<file path="src/include/font_glyphs.svh">
`ifndef FONT_GLYPHS_SVH
`define FONT_GLYPHS_SVH

// hex digits 0-f, eight rows each, msb is the leftmost pixel
localparam logic [7:0] font_glyphs [16][8] = '{
	'{8'h3c, 8'h66, 8'h6e, 8'h76, 8'h66, 8'h66, 8'h3c, 8'h00},  // 0
	'{8'h18, 8'h38, 8'h18, 8'h18, 8'h18, 8'h18, 8'h7e, 8'h00},  // 1
	'{8'h3c, 8'h66, 8'h06, 8'h0c, 8'h30, 8'h60, 8'h7e, 8'h00},  // 2
	'{8'h3c, 8'h66, 8'h06, 8'h1c, 8'h06, 8'h66, 8'h3c, 8'h00},  // 3
	'{8'h0c, 8'h1c, 8'h3c, 8'h6c, 8'h7e, 8'h0c, 8'h0c, 8'h00},  // 4
	'{8'h7e, 8'h60, 8'h7c, 8'h06, 8'h06, 8'h66, 8'h3c, 8'h00},  // 5
	'{8'h3c, 8'h60, 8'h7c, 8'h66, 8'h66, 8'h66, 8'h3c, 8'h00},  // 6
	'{8'h7e, 8'h06, 8'h0c, 8'h18, 8'h30, 8'h30, 8'h30, 8'h00},  // 7
	'{8'h3c, 8'h66, 8'h66, 8'h3c, 8'h66, 8'h66, 8'h3c, 8'h00},  // 8
	'{8'h3c, 8'h66, 8'h66, 8'h3e, 8'h06, 8'h0c, 8'h38, 8'h00},  // 9
	'{8'h18, 8'h3c, 8'h66, 8'h66, 8'h7e, 8'h66, 8'h66, 8'h00},  // a
	'{8'h7c, 8'h66, 8'h66, 8'h7c, 8'h66, 8'h66, 8'h7c, 8'h00},  // b
	'{8'h3c, 8'h66, 8'h60, 8'h60, 8'h60, 8'h66, 8'h3c, 8'h00},  // c
	'{8'h78, 8'h6c, 8'h66, 8'h66, 8'h66, 8'h6c, 8'h78, 8'h00},  // d
	'{8'h7e, 8'h60, 8'h60, 8'h78, 8'h60, 8'h60, 8'h7e, 8'h00},  // e
	'{8'h7e, 8'h60, 8'h60, 8'h78, 8'h60, 8'h60, 8'h60, 8'h00}   // f
};

`endif

</file>
<file path="src/logic/vdu_pkg.sv">
package vdu_pkg;

	// 480x272 panel raster, active area first
	localparam int H_RES   = 480;
	localparam int V_RES   = 272;
	localparam int H_FP    = 2;
	localparam int H_SYNC  = 41;
	localparam int H_BP    = 2;
	localparam int H_TOTAL = H_RES + H_FP + H_SYNC + H_BP;  // 525
	localparam int V_FP    = 2;
	localparam int V_SYNC  = 10;
	localparam int V_BP    = 2;
	localparam int V_TOTAL = V_RES + V_FP + V_SYNC + V_BP;  // 286

	localparam int H_SYNC_START = H_RES + H_FP;
	localparam int H_SYNC_END   = H_SYNC_START + H_SYNC;
	localparam int V_SYNC_START = V_RES + V_FP;
	localparam int V_SYNC_END   = V_SYNC_START + V_SYNC;

	localparam int CORDW = 10;  // unsigned coordinate width

	// text window of 16x8 cells of 8x8 pixels
	localparam int TEXT_COLS  = 16;
	localparam int TEXT_ROWS  = 8;
	localparam int GLYPH_SIZE = 8;
	localparam int X_OFFSET   = 176;  // (480 - 128) / 2
	localparam int Y_OFFSET   = 8;
	localparam int TEXT_W     = TEXT_COLS * GLYPH_SIZE;
	localparam int TEXT_H     = TEXT_ROWS * GLYPH_SIZE;
	localparam int GLYPH_W    = $clog2(GLYPH_SIZE);  // pixel index bits inside a cell
	localparam int COL_W      = $clog2(TEXT_COLS);
	localparam int ROW_W      = $clog2(TEXT_ROWS);

	localparam int ADDR_W   = 16;
	localparam int TEXT_LAT = 3;  // coordinate to drawing bit

	// apb register byte offsets
	localparam logic [3:0] REG_CTRL = 4'd0;
	localparam logic [3:0] REG_BASE = 4'd4;
	localparam logic [3:0] REG_FG   = 4'd8;
	localparam logic [3:0] REG_BG   = 4'd12;

	// rgb565 reset colours
	localparam logic [15:0] FG_RESET = 16'hffe0;  // yellow
	localparam logic [15:0] BG_RESET = 16'h0010;  // dark blue

endpackage

</file>
<file path="src/logic/display_timing.sv">
module display_timing (
	input  wire logic                      clk_pix,
	input  wire logic                      i_rst_n,
	output      logic [vdu_pkg::CORDW-1:0] o_sx,
	output      logic [vdu_pkg::CORDW-1:0] o_sy,
	output      logic                      o_hsync,
	output      logic                      o_vsync,
	output      logic                      o_de,
	output      logic                      o_frame,
	output      logic                      o_line,
	output      logic                      o_hsync_d,
	output      logic                      o_vsync_d,
	output      logic                      o_de_d
);
	import vdu_pkg::*;

	logic [TEXT_LAT-1:0] hsync_pipe;  // index 0 is the newest
	logic [TEXT_LAT-1:0] vsync_pipe;
	logic [TEXT_LAT-1:0] de_pipe;
	logic                end_of_line;

	assign end_of_line = (o_sx == CORDW'(H_TOTAL - 1));

	always_ff @(posedge clk_pix) begin
		if (!i_rst_n) begin
			o_sx <= '0;
			o_sy <= '0;
		end else if (end_of_line) begin
			o_sx <= '0;
			if (o_sy == CORDW'(V_TOTAL - 1))
				o_sy <= '0;  // wrap to the next frame
			else
				o_sy <= o_sy + 1'b1;
		end else begin
			o_sx <= o_sx + 1'b1;
		end
	end

	// sync is active low inside its window
	always_comb begin
		o_hsync = !((o_sx >= CORDW'(H_SYNC_START)) && (o_sx < CORDW'(H_SYNC_END)));
		o_vsync = !((o_sy >= CORDW'(V_SYNC_START)) && (o_sy < CORDW'(V_SYNC_END)));
		o_de    = (o_sx < CORDW'(H_RES)) && (o_sy < CORDW'(V_RES));
		o_line  = (o_sx == '0);
		o_frame = (o_sx == '0) && (o_sy == '0);
	end

	// line up sync and enable with the drawing bit of the text engine
	always_ff @(posedge clk_pix) begin
		if (!i_rst_n) begin
			hsync_pipe <= '1;
			vsync_pipe <= '1;
			de_pipe    <= '0;
		end else begin
			hsync_pipe <= {hsync_pipe[TEXT_LAT-2:0], o_hsync};
			vsync_pipe <= {vsync_pipe[TEXT_LAT-2:0], o_vsync};
			de_pipe    <= {de_pipe[TEXT_LAT-2:0], o_de};
		end
	end

	assign o_hsync_d = hsync_pipe[TEXT_LAT-1];
	assign o_vsync_d = vsync_pipe[TEXT_LAT-1];
	assign o_de_d    = de_pipe[TEXT_LAT-1];

endmodule

</file>
<file path="src/logic/vdu_regs.sv">
module vdu_regs (
	input  wire logic                       clk_pix,
	input  wire logic                       i_rst_n,
	input  wire logic                       i_psel,
	input  wire logic                       i_penable,
	input  wire logic                       i_pwrite,
	input  wire logic [3:0]                 i_paddr,
	input  wire logic [31:0]                i_pwdata,
	output      logic [31:0]                o_prdata,
	output      logic                       o_pready,
	output      logic                       o_pslverr,
	input  wire logic                       i_frame,
	output      logic                       o_enable,
	output      logic [vdu_pkg::ADDR_W-1:0] o_base,
	output      logic [15:0]                o_fg,
	output      logic [15:0]                o_bg
);
	import vdu_pkg::*;

	logic              ctrl_en;   // register copies seen by apb
	logic [ADDR_W-1:0] base_reg;
	logic [15:0]       fg_reg;
	logic [15:0]       bg_reg;
	logic              access;    // apb access phase
	logic              mapped;

	assign access    = i_psel && i_penable;
	assign o_pready  = 1'b1;  // no wait states
	assign o_pslverr = access && !mapped;

	// read mux, also flags the four valid offsets
	always_comb begin
		mapped = 1'b1;
		case (i_paddr)
			REG_CTRL: o_prdata = {31'd0, ctrl_en};
			REG_BASE: o_prdata = {{(32 - ADDR_W){1'b0}}, base_reg};
			REG_FG:   o_prdata = {16'd0, fg_reg};
			REG_BG:   o_prdata = {16'd0, bg_reg};
			default: begin
				o_prdata = '0;
				mapped   = 1'b0;
			end
		endcase
	end

	always_ff @(posedge clk_pix) begin
		if (!i_rst_n) begin
			ctrl_en  <= 1'b0;
			base_reg <= '0;
			fg_reg   <= FG_RESET;
			bg_reg   <= BG_RESET;
		end else if (access && i_pwrite) begin
			case (i_paddr)
				REG_CTRL: ctrl_en  <= i_pwdata[0];
				REG_BASE: base_reg <= i_pwdata[ADDR_W-1:0];
				REG_FG:   fg_reg   <= i_pwdata[15:0];
				REG_BG:   bg_reg   <= i_pwdata[15:0];
				default: ;  // unmapped write is dropped
			endcase
		end
	end

	// datapath copies only move at the frame boundary
	always_ff @(posedge clk_pix) begin
		if (!i_rst_n) begin
			o_enable <= 1'b0;
			o_base   <= '0;
			o_fg     <= FG_RESET;
			o_bg     <= BG_RESET;
		end else if (i_frame) begin
			o_enable <= ctrl_en;
			o_base   <= base_reg;
			o_fg     <= fg_reg;
			o_bg     <= bg_reg;
		end
	end

endmodule

</file>
<file path="src/logic/vdu_text.sv">
`include "font_glyphs.svh"

module vdu_text (
	input  wire logic                       clk_pix,
	input  wire logic                       i_rst_n,
	input  wire logic                       i_enable,
	input  wire logic [vdu_pkg::ADDR_W-1:0] i_base,
	input  wire logic [vdu_pkg::CORDW-1:0]  i_sx,
	input  wire logic [vdu_pkg::CORDW-1:0]  i_sy,
	output      logic                       o_read_en,
	output      logic [vdu_pkg::ADDR_W-1:0] o_read_addr,
	input  wire logic [7:0]                 i_display_data,
	output      logic                       o_drawing
);
	import vdu_pkg::*;

	logic [CORDW-1:0]   win_x;       // pixel offset from window origin
	logic [CORDW-1:0]   win_y;
	logic               in_win;
	logic               fetch;       // first pixel of a cell
	logic [COL_W-1:0]   cell_col;
	logic [ROW_W-1:0]   cell_row;

	logic               in_win_p1;   // stage 1 outputs
	logic [GLYPH_W-1:0] row_p1;
	logic               load_p2;     // stage 2 outputs
	logic               in_win_p2;
	logic [GLYPH_W-1:0] row_p2;

	logic [7:0]         glyph_bits;
	logic [7:0]         shifter;     // msb is the current pixel

	// stage 0, window decode from the raster position
	always_comb begin
		win_x    = i_sx - CORDW'(X_OFFSET);
		win_y    = i_sy - CORDW'(Y_OFFSET);
		in_win   = (i_sx >= CORDW'(X_OFFSET)) && (i_sx < CORDW'(X_OFFSET + TEXT_W))
			&& (i_sy >= CORDW'(Y_OFFSET)) && (i_sy < CORDW'(Y_OFFSET + TEXT_H));
		cell_col = win_x[GLYPH_W +: COL_W];
		cell_row = win_y[GLYPH_W +: ROW_W];
		fetch    = i_enable && in_win && (win_x[GLYPH_W-1:0] == '0);
	end

	// stage 1, issue the memory read at base + row*16 + col
	always_ff @(posedge clk_pix) begin
		if (!i_rst_n) begin
			o_read_en <= 1'b0;
			in_win_p1 <= 1'b0;
		end else begin
			o_read_en <= fetch;
			in_win_p1 <= in_win;
		end
	end

	always_ff @(posedge clk_pix) begin
		if (fetch)
			o_read_addr <= i_base + ADDR_W'({cell_row, cell_col});
		row_p1 <= win_y[GLYPH_W-1:0];  // glyph row rides along
	end

	// stage 2, memory byte arrives this cycle
	always_ff @(posedge clk_pix) begin
		if (!i_rst_n) begin
			load_p2   <= 1'b0;
			in_win_p2 <= 1'b0;
		end else begin
			load_p2   <= o_read_en;
			in_win_p2 <= in_win_p1;
		end
	end

	always_ff @(posedge clk_pix) begin
		row_p2 <= row_p1;
	end

	// upper nibble of the character byte is ignored
	assign glyph_bits = font_glyphs[i_display_data[3:0]][row_p2];

	// stage 3, serialize the glyph row left to right
	always_ff @(posedge clk_pix) begin
		if (!i_rst_n)
			shifter <= '0;
		else if (load_p2)
			shifter <= glyph_bits;
		else if (in_win_p2)
			shifter <= {shifter[6:0], 1'b0};
		else
			shifter <= '0;  // blank outside the window
	end

	assign o_drawing = shifter[7];

endmodule

</file>
<file path="src/logic/vdu_lcd272.sv">
module vdu_lcd272 (
	input  wire logic                       clk_pix,
	input  wire logic                       i_rst_n,
	input  wire logic                       i_psel,
	input  wire logic                       i_penable,
	input  wire logic                       i_pwrite,
	input  wire logic [3:0]                 i_paddr,
	input  wire logic [31:0]                i_pwdata,
	output      logic [31:0]                o_prdata,
	output      logic                       o_pready,
	output      logic                       o_pslverr,
	output      logic                       o_read_en,
	output      logic [vdu_pkg::ADDR_W-1:0] o_read_addr,
	input  wire logic [7:0]                 i_display_data,
	output      logic                       o_lcd_clk,
	output      logic                       o_lcd_hsync,
	output      logic                       o_lcd_vsync,
	output      logic                       o_lcd_de,
	output      logic [4:0]                 o_lcd_r,
	output      logic [5:0]                 o_lcd_g,
	output      logic [4:0]                 o_lcd_b
);
	import vdu_pkg::*;

	logic [CORDW-1:0]  sx;
	logic [CORDW-1:0]  sy;
	logic              frame;
	logic              hsync_d;     // aligned with drawing
	logic              vsync_d;
	logic              de_d;
	logic              enable;      // frame-stable register copies
	logic [ADDR_W-1:0] base;
	logic [15:0]       fg;
	logic [15:0]       bg;
	logic              drawing;
	logic [15:0]       paint;       // rgb565

	display_timing u_timing (
		.clk_pix   (clk_pix),
		.i_rst_n   (i_rst_n),
		.o_sx      (sx),
		.o_sy      (sy),
		.o_hsync   (),
		.o_vsync   (),
		.o_de      (),
		.o_frame   (frame),
		.o_line    (),
		.o_hsync_d (hsync_d),
		.o_vsync_d (vsync_d),
		.o_de_d    (de_d)
	);

	vdu_regs u_regs (
		.clk_pix   (clk_pix),
		.i_rst_n   (i_rst_n),
		.i_psel    (i_psel),
		.i_penable (i_penable),
		.i_pwrite  (i_pwrite),
		.i_paddr   (i_paddr),
		.i_pwdata  (i_pwdata),
		.o_prdata  (o_prdata),
		.o_pready  (o_pready),
		.o_pslverr (o_pslverr),
		.i_frame   (frame),
		.o_enable  (enable),
		.o_base    (base),
		.o_fg      (fg),
		.o_bg      (bg)
	);

	vdu_text u_text (
		.clk_pix        (clk_pix),
		.i_rst_n        (i_rst_n),
		.i_enable       (enable),
		.i_base         (base),
		.i_sx           (sx),
		.i_sy           (sy),
		.o_read_en      (o_read_en),
		.o_read_addr    (o_read_addr),
		.i_display_data (i_display_data),
		.o_drawing      (drawing)
	);

	assign paint     = drawing ? fg : bg;
	assign o_lcd_clk = clk_pix;

	// one register stage to the pins
	always_ff @(posedge clk_pix) begin
		if (!i_rst_n) begin
			o_lcd_hsync <= 1'b1;
			o_lcd_vsync <= 1'b1;
			o_lcd_de    <= 1'b0;
			o_lcd_r     <= '0;
			o_lcd_g     <= '0;
			o_lcd_b     <= '0;
		end else begin
			o_lcd_hsync <= hsync_d;
			o_lcd_vsync <= vsync_d;
			o_lcd_de    <= de_d;
			{o_lcd_r, o_lcd_g, o_lcd_b} <= de_d ? paint : 16'h0000;  // black in blanking
		end
	end

endmodule

</file>
<file path="config.mk">
export PLATFORM = sky130hd
export DESIGN_NAME = vdu_lcd272
export DESIGN_NICKNAME = d
export VERILOG_FILES = /design/src/logic/vdu_pkg.sv /design/src/logic/display_timing.sv /design/src/logic/vdu_regs.sv /design/src/logic/vdu_text.sv /design/src/logic/vdu_lcd272.sv
export VERILOG_INCLUDE_DIRS = /design/src /design/src/include
export SDC_FILE = /design/constraint.sdc
export NUM_CORES = 1
export LEC_CHECK = 0
export BUFFER_PORTS_ARGS = -buffer_cell sky130_fd_sc_hd__buf_4
export CORE_MARGIN = 10
export CORE_UTILIZATION = 40
export DETAILED_ROUTE_END_ITERATION = 6
export HOLD_SLACK_MARGIN = 0.08
export SLEW_MARGIN = 20
export SYNTH_ARGS = -nofsm -noshare
export SYNTH_HDL_FRONTEND = slang
export SYNTH_SLANG_ARGS = --single-unit
</file>
<file path="constraint.sdc">
create_clock -name clk_pix -period 7.96 [get_ports clk_pix]
set_input_delay 0.398 -clock clk_pix [delete_from_list [all_inputs] [get_ports clk_pix]]
set_output_delay 0.398 -clock clk_pix [all_outputs]
set_load 0.05 [all_outputs]
</file>
==> impl_results.md <==
- Die Span Y: 166 um
- Static Leak: about 3.7 nW
- CP Data Arrival Time: around 4.4 ns
- GR Overflow Total: 0
- Cell mode on critical path: clkbuf_16
- Initial antenna violation count: 0
- Synthesized area per cell: 8.73 um2
- Worst slew pin tran: roughly 1.2 ns
- Startpoint Class: clock port
- Row cnt: 53
- Clock transition at path regs: roughly 0.070 ns
- RSZ-0062 raised after global routing: false
- WHS: slightly below 0.1 ns
- WP data required: 7.56 ns
- Synth warn: 0
- Vias in the first global route: ~6300
- DP Cell Count: roughly 1300
- Synth area leader: dfxtp_1
- PwrDens: roughly 200 nW/um2
- Die area: 27400 um2
- HPWL Detailed: between 10000 and 15000 um
- TNS Setup: 0 ns
- CTS tree: built
- DR iter-0 viols: 537
- TritonRoute pass-1 iters: 5
- EDFF count, synth: 16
- HP Class: in2reg
- Synthesized area: approximately 8500 um2
- Crit-path max FO: 2
- Status: finished clean
- Nets: about 1100
- Synth top area share: 38.5%
- Port bufs: 82
- Mapped Cells: approximately 970
- Largest net degree at the start of global routing: between 60 and 70
- Via Count: 6614
- Share of layout cells above drive strength 1: around 15%
- RD Place Congestion: about 0.88
- Most frequent cell after synthesis: dfxtp_1
- GRT Resource Usage Total: 15.5%
- Worst-path cell chain: clkbuf_16 > clkbuf_16 > buf_4
- I/O pin count: 120
- Die width: around 170 um
- Commonest cells in the netlist: dfxtp_1 (163), nand2_1 (162), nor2_1 (105), a21oi_1 (64), mux2i_1 (55)
- # resized after CTS: 0
- Sequential share of the synthesized area: about 44%
- Top FF cell, synth: dfxtp_1
- Non-Filler Instances: approximately 1300
- Final Hold Fails: 0
- Overall Power: roughly 2.0 mW
- Fin util: between 40 and 50%
- WL final: approximately 21000 um
- Max Slew Vio Count: 0
- DRC viols: 0
- Initial Util: 40.4%
- WL/cell: around 16 um
- Synth area leaders: dfxtp_1 (39%), nand2_1 (7.2%), mux2i_1 (6.5%)
- Slew margin rel.: between 20% and 30%
- Post-DRT Antenna Nets: 0
- # setup viols final: 0
- VDD IR max: about 180 uV
- Max_cap viols: 0
- Area Growth Syn to Fin: 15.7%
- First-pass GRT wire length: approximately 34000 um
- Critical path class: clk2out
- Post-synth cell types: 66
- Final Skew: roughly 0.010 ns
- Seq cells post-synth: around 180
- Crit end category: output port
- Antenna diodes: 0
- Max incr delay on CP: about 0.18 ns
- Clk_lat worst skew: ~0.55 ns
- FFs w/ async S/R, synth: 0%
- Fill cells: around 2000
- Via density: between 5 and 6
- Core area: about 21000 um2
- Highest-delay cell along the critical path: buf_4
-- per-layer routing --
metal	up-vias	wire, um	share of wire [%]	GRT usage [%]
li1	3386	-	-	-
met1	3033	9990	47	21.0
met2	168	9330	44	22.4
met3	27	1300	6.2	4.51
met4	0	424	2.0	6.15
met5	-	0	0	0
-- where the power goes --
| part | total, mW | internal [mW] | switching [mW] |
|---|---|---|---|
| clock | 0.901 | 0.486 | 0.415 |
| sequential | 0.924 | 0.917 | 0.00704 |
| combinational | 0.161 | 0.0465 | 0.114 |
| total | 1.99 | 1.45 | 0.536 |
-- critical path, delay by kind of cell --
family	cells	cell delay, ns
buffers and inverters	3	0.43
-- placed cells by master (no fill, tap or decap), types with 18 or more instances in the layout --
master and count:
o21ai_0 18, a21oi_1 64, dfxtp_1 163, nand2_1 162, clkbuf_16 20, nand3_1 36, nor2_1 105, buf_4 87
inv_1 20, xnor2_1 21, mux2i_1 55, nand2b_1 18, ha_1 27
-- path summary, 6_finish.rpt --
path                            slack (ns)  cells after the start                      to        startpoint
worst max register to register        5.21                      8  u_text.o_read_addr[15]  u_timing.o_sx[5]
worst min register to register        0.33                      0        u_text.row_p2[2]  u_text.row_p1[2]
worst min-delay path                   0.1                      3        u_regs.fg_reg[5]       i_pwdata[5]
worst max-delay path                  3.15                      3               o_lcd_clk           clk_pix
-- per-stage QoR --
stage               setup slack, ns  cell area [um2]
detailed placement             3.41             9100
floorplan                      3.41             8530
global route                   3.14             9810
finish                         3.15             9810
CTS                            3.15             9800
global placement               3.41             9100
-- repair_timing --
item | CTS | global route
buffers inserted | 0 | 0
hold buffers | 5 | 0
endpoints found under the hold margin | 5 | 0
-- cells by family (layout without fill, tap and decap cells) --
kind of cell    Yosys count  in the layout  synth area share (%)
simple gates            400            400                  21.5
flops                   179            179                  44.2
compound gates          156            156                  11.7
buf+inv                 101            148                  6.05
mux                      73             73                  9.02
xor+xnor                 32             32                  3.31
fa+ha+maj                28             28                  4.22
other cells               2             17                0.0886
-- cell type report --
cell class              count  area [um2]  area share (%)
flip-flops and latches    179        3740            38.2
multi-input cells         706        4290            43.8
inverters                  21        78.8           0.804
clock inverters            14         139            1.42
repair buffers             91         696            7.09
well taps                 275         344            3.51
clock buffers              22         512            5.22
No activity file was read; power rests on OpenSTA's default activity.
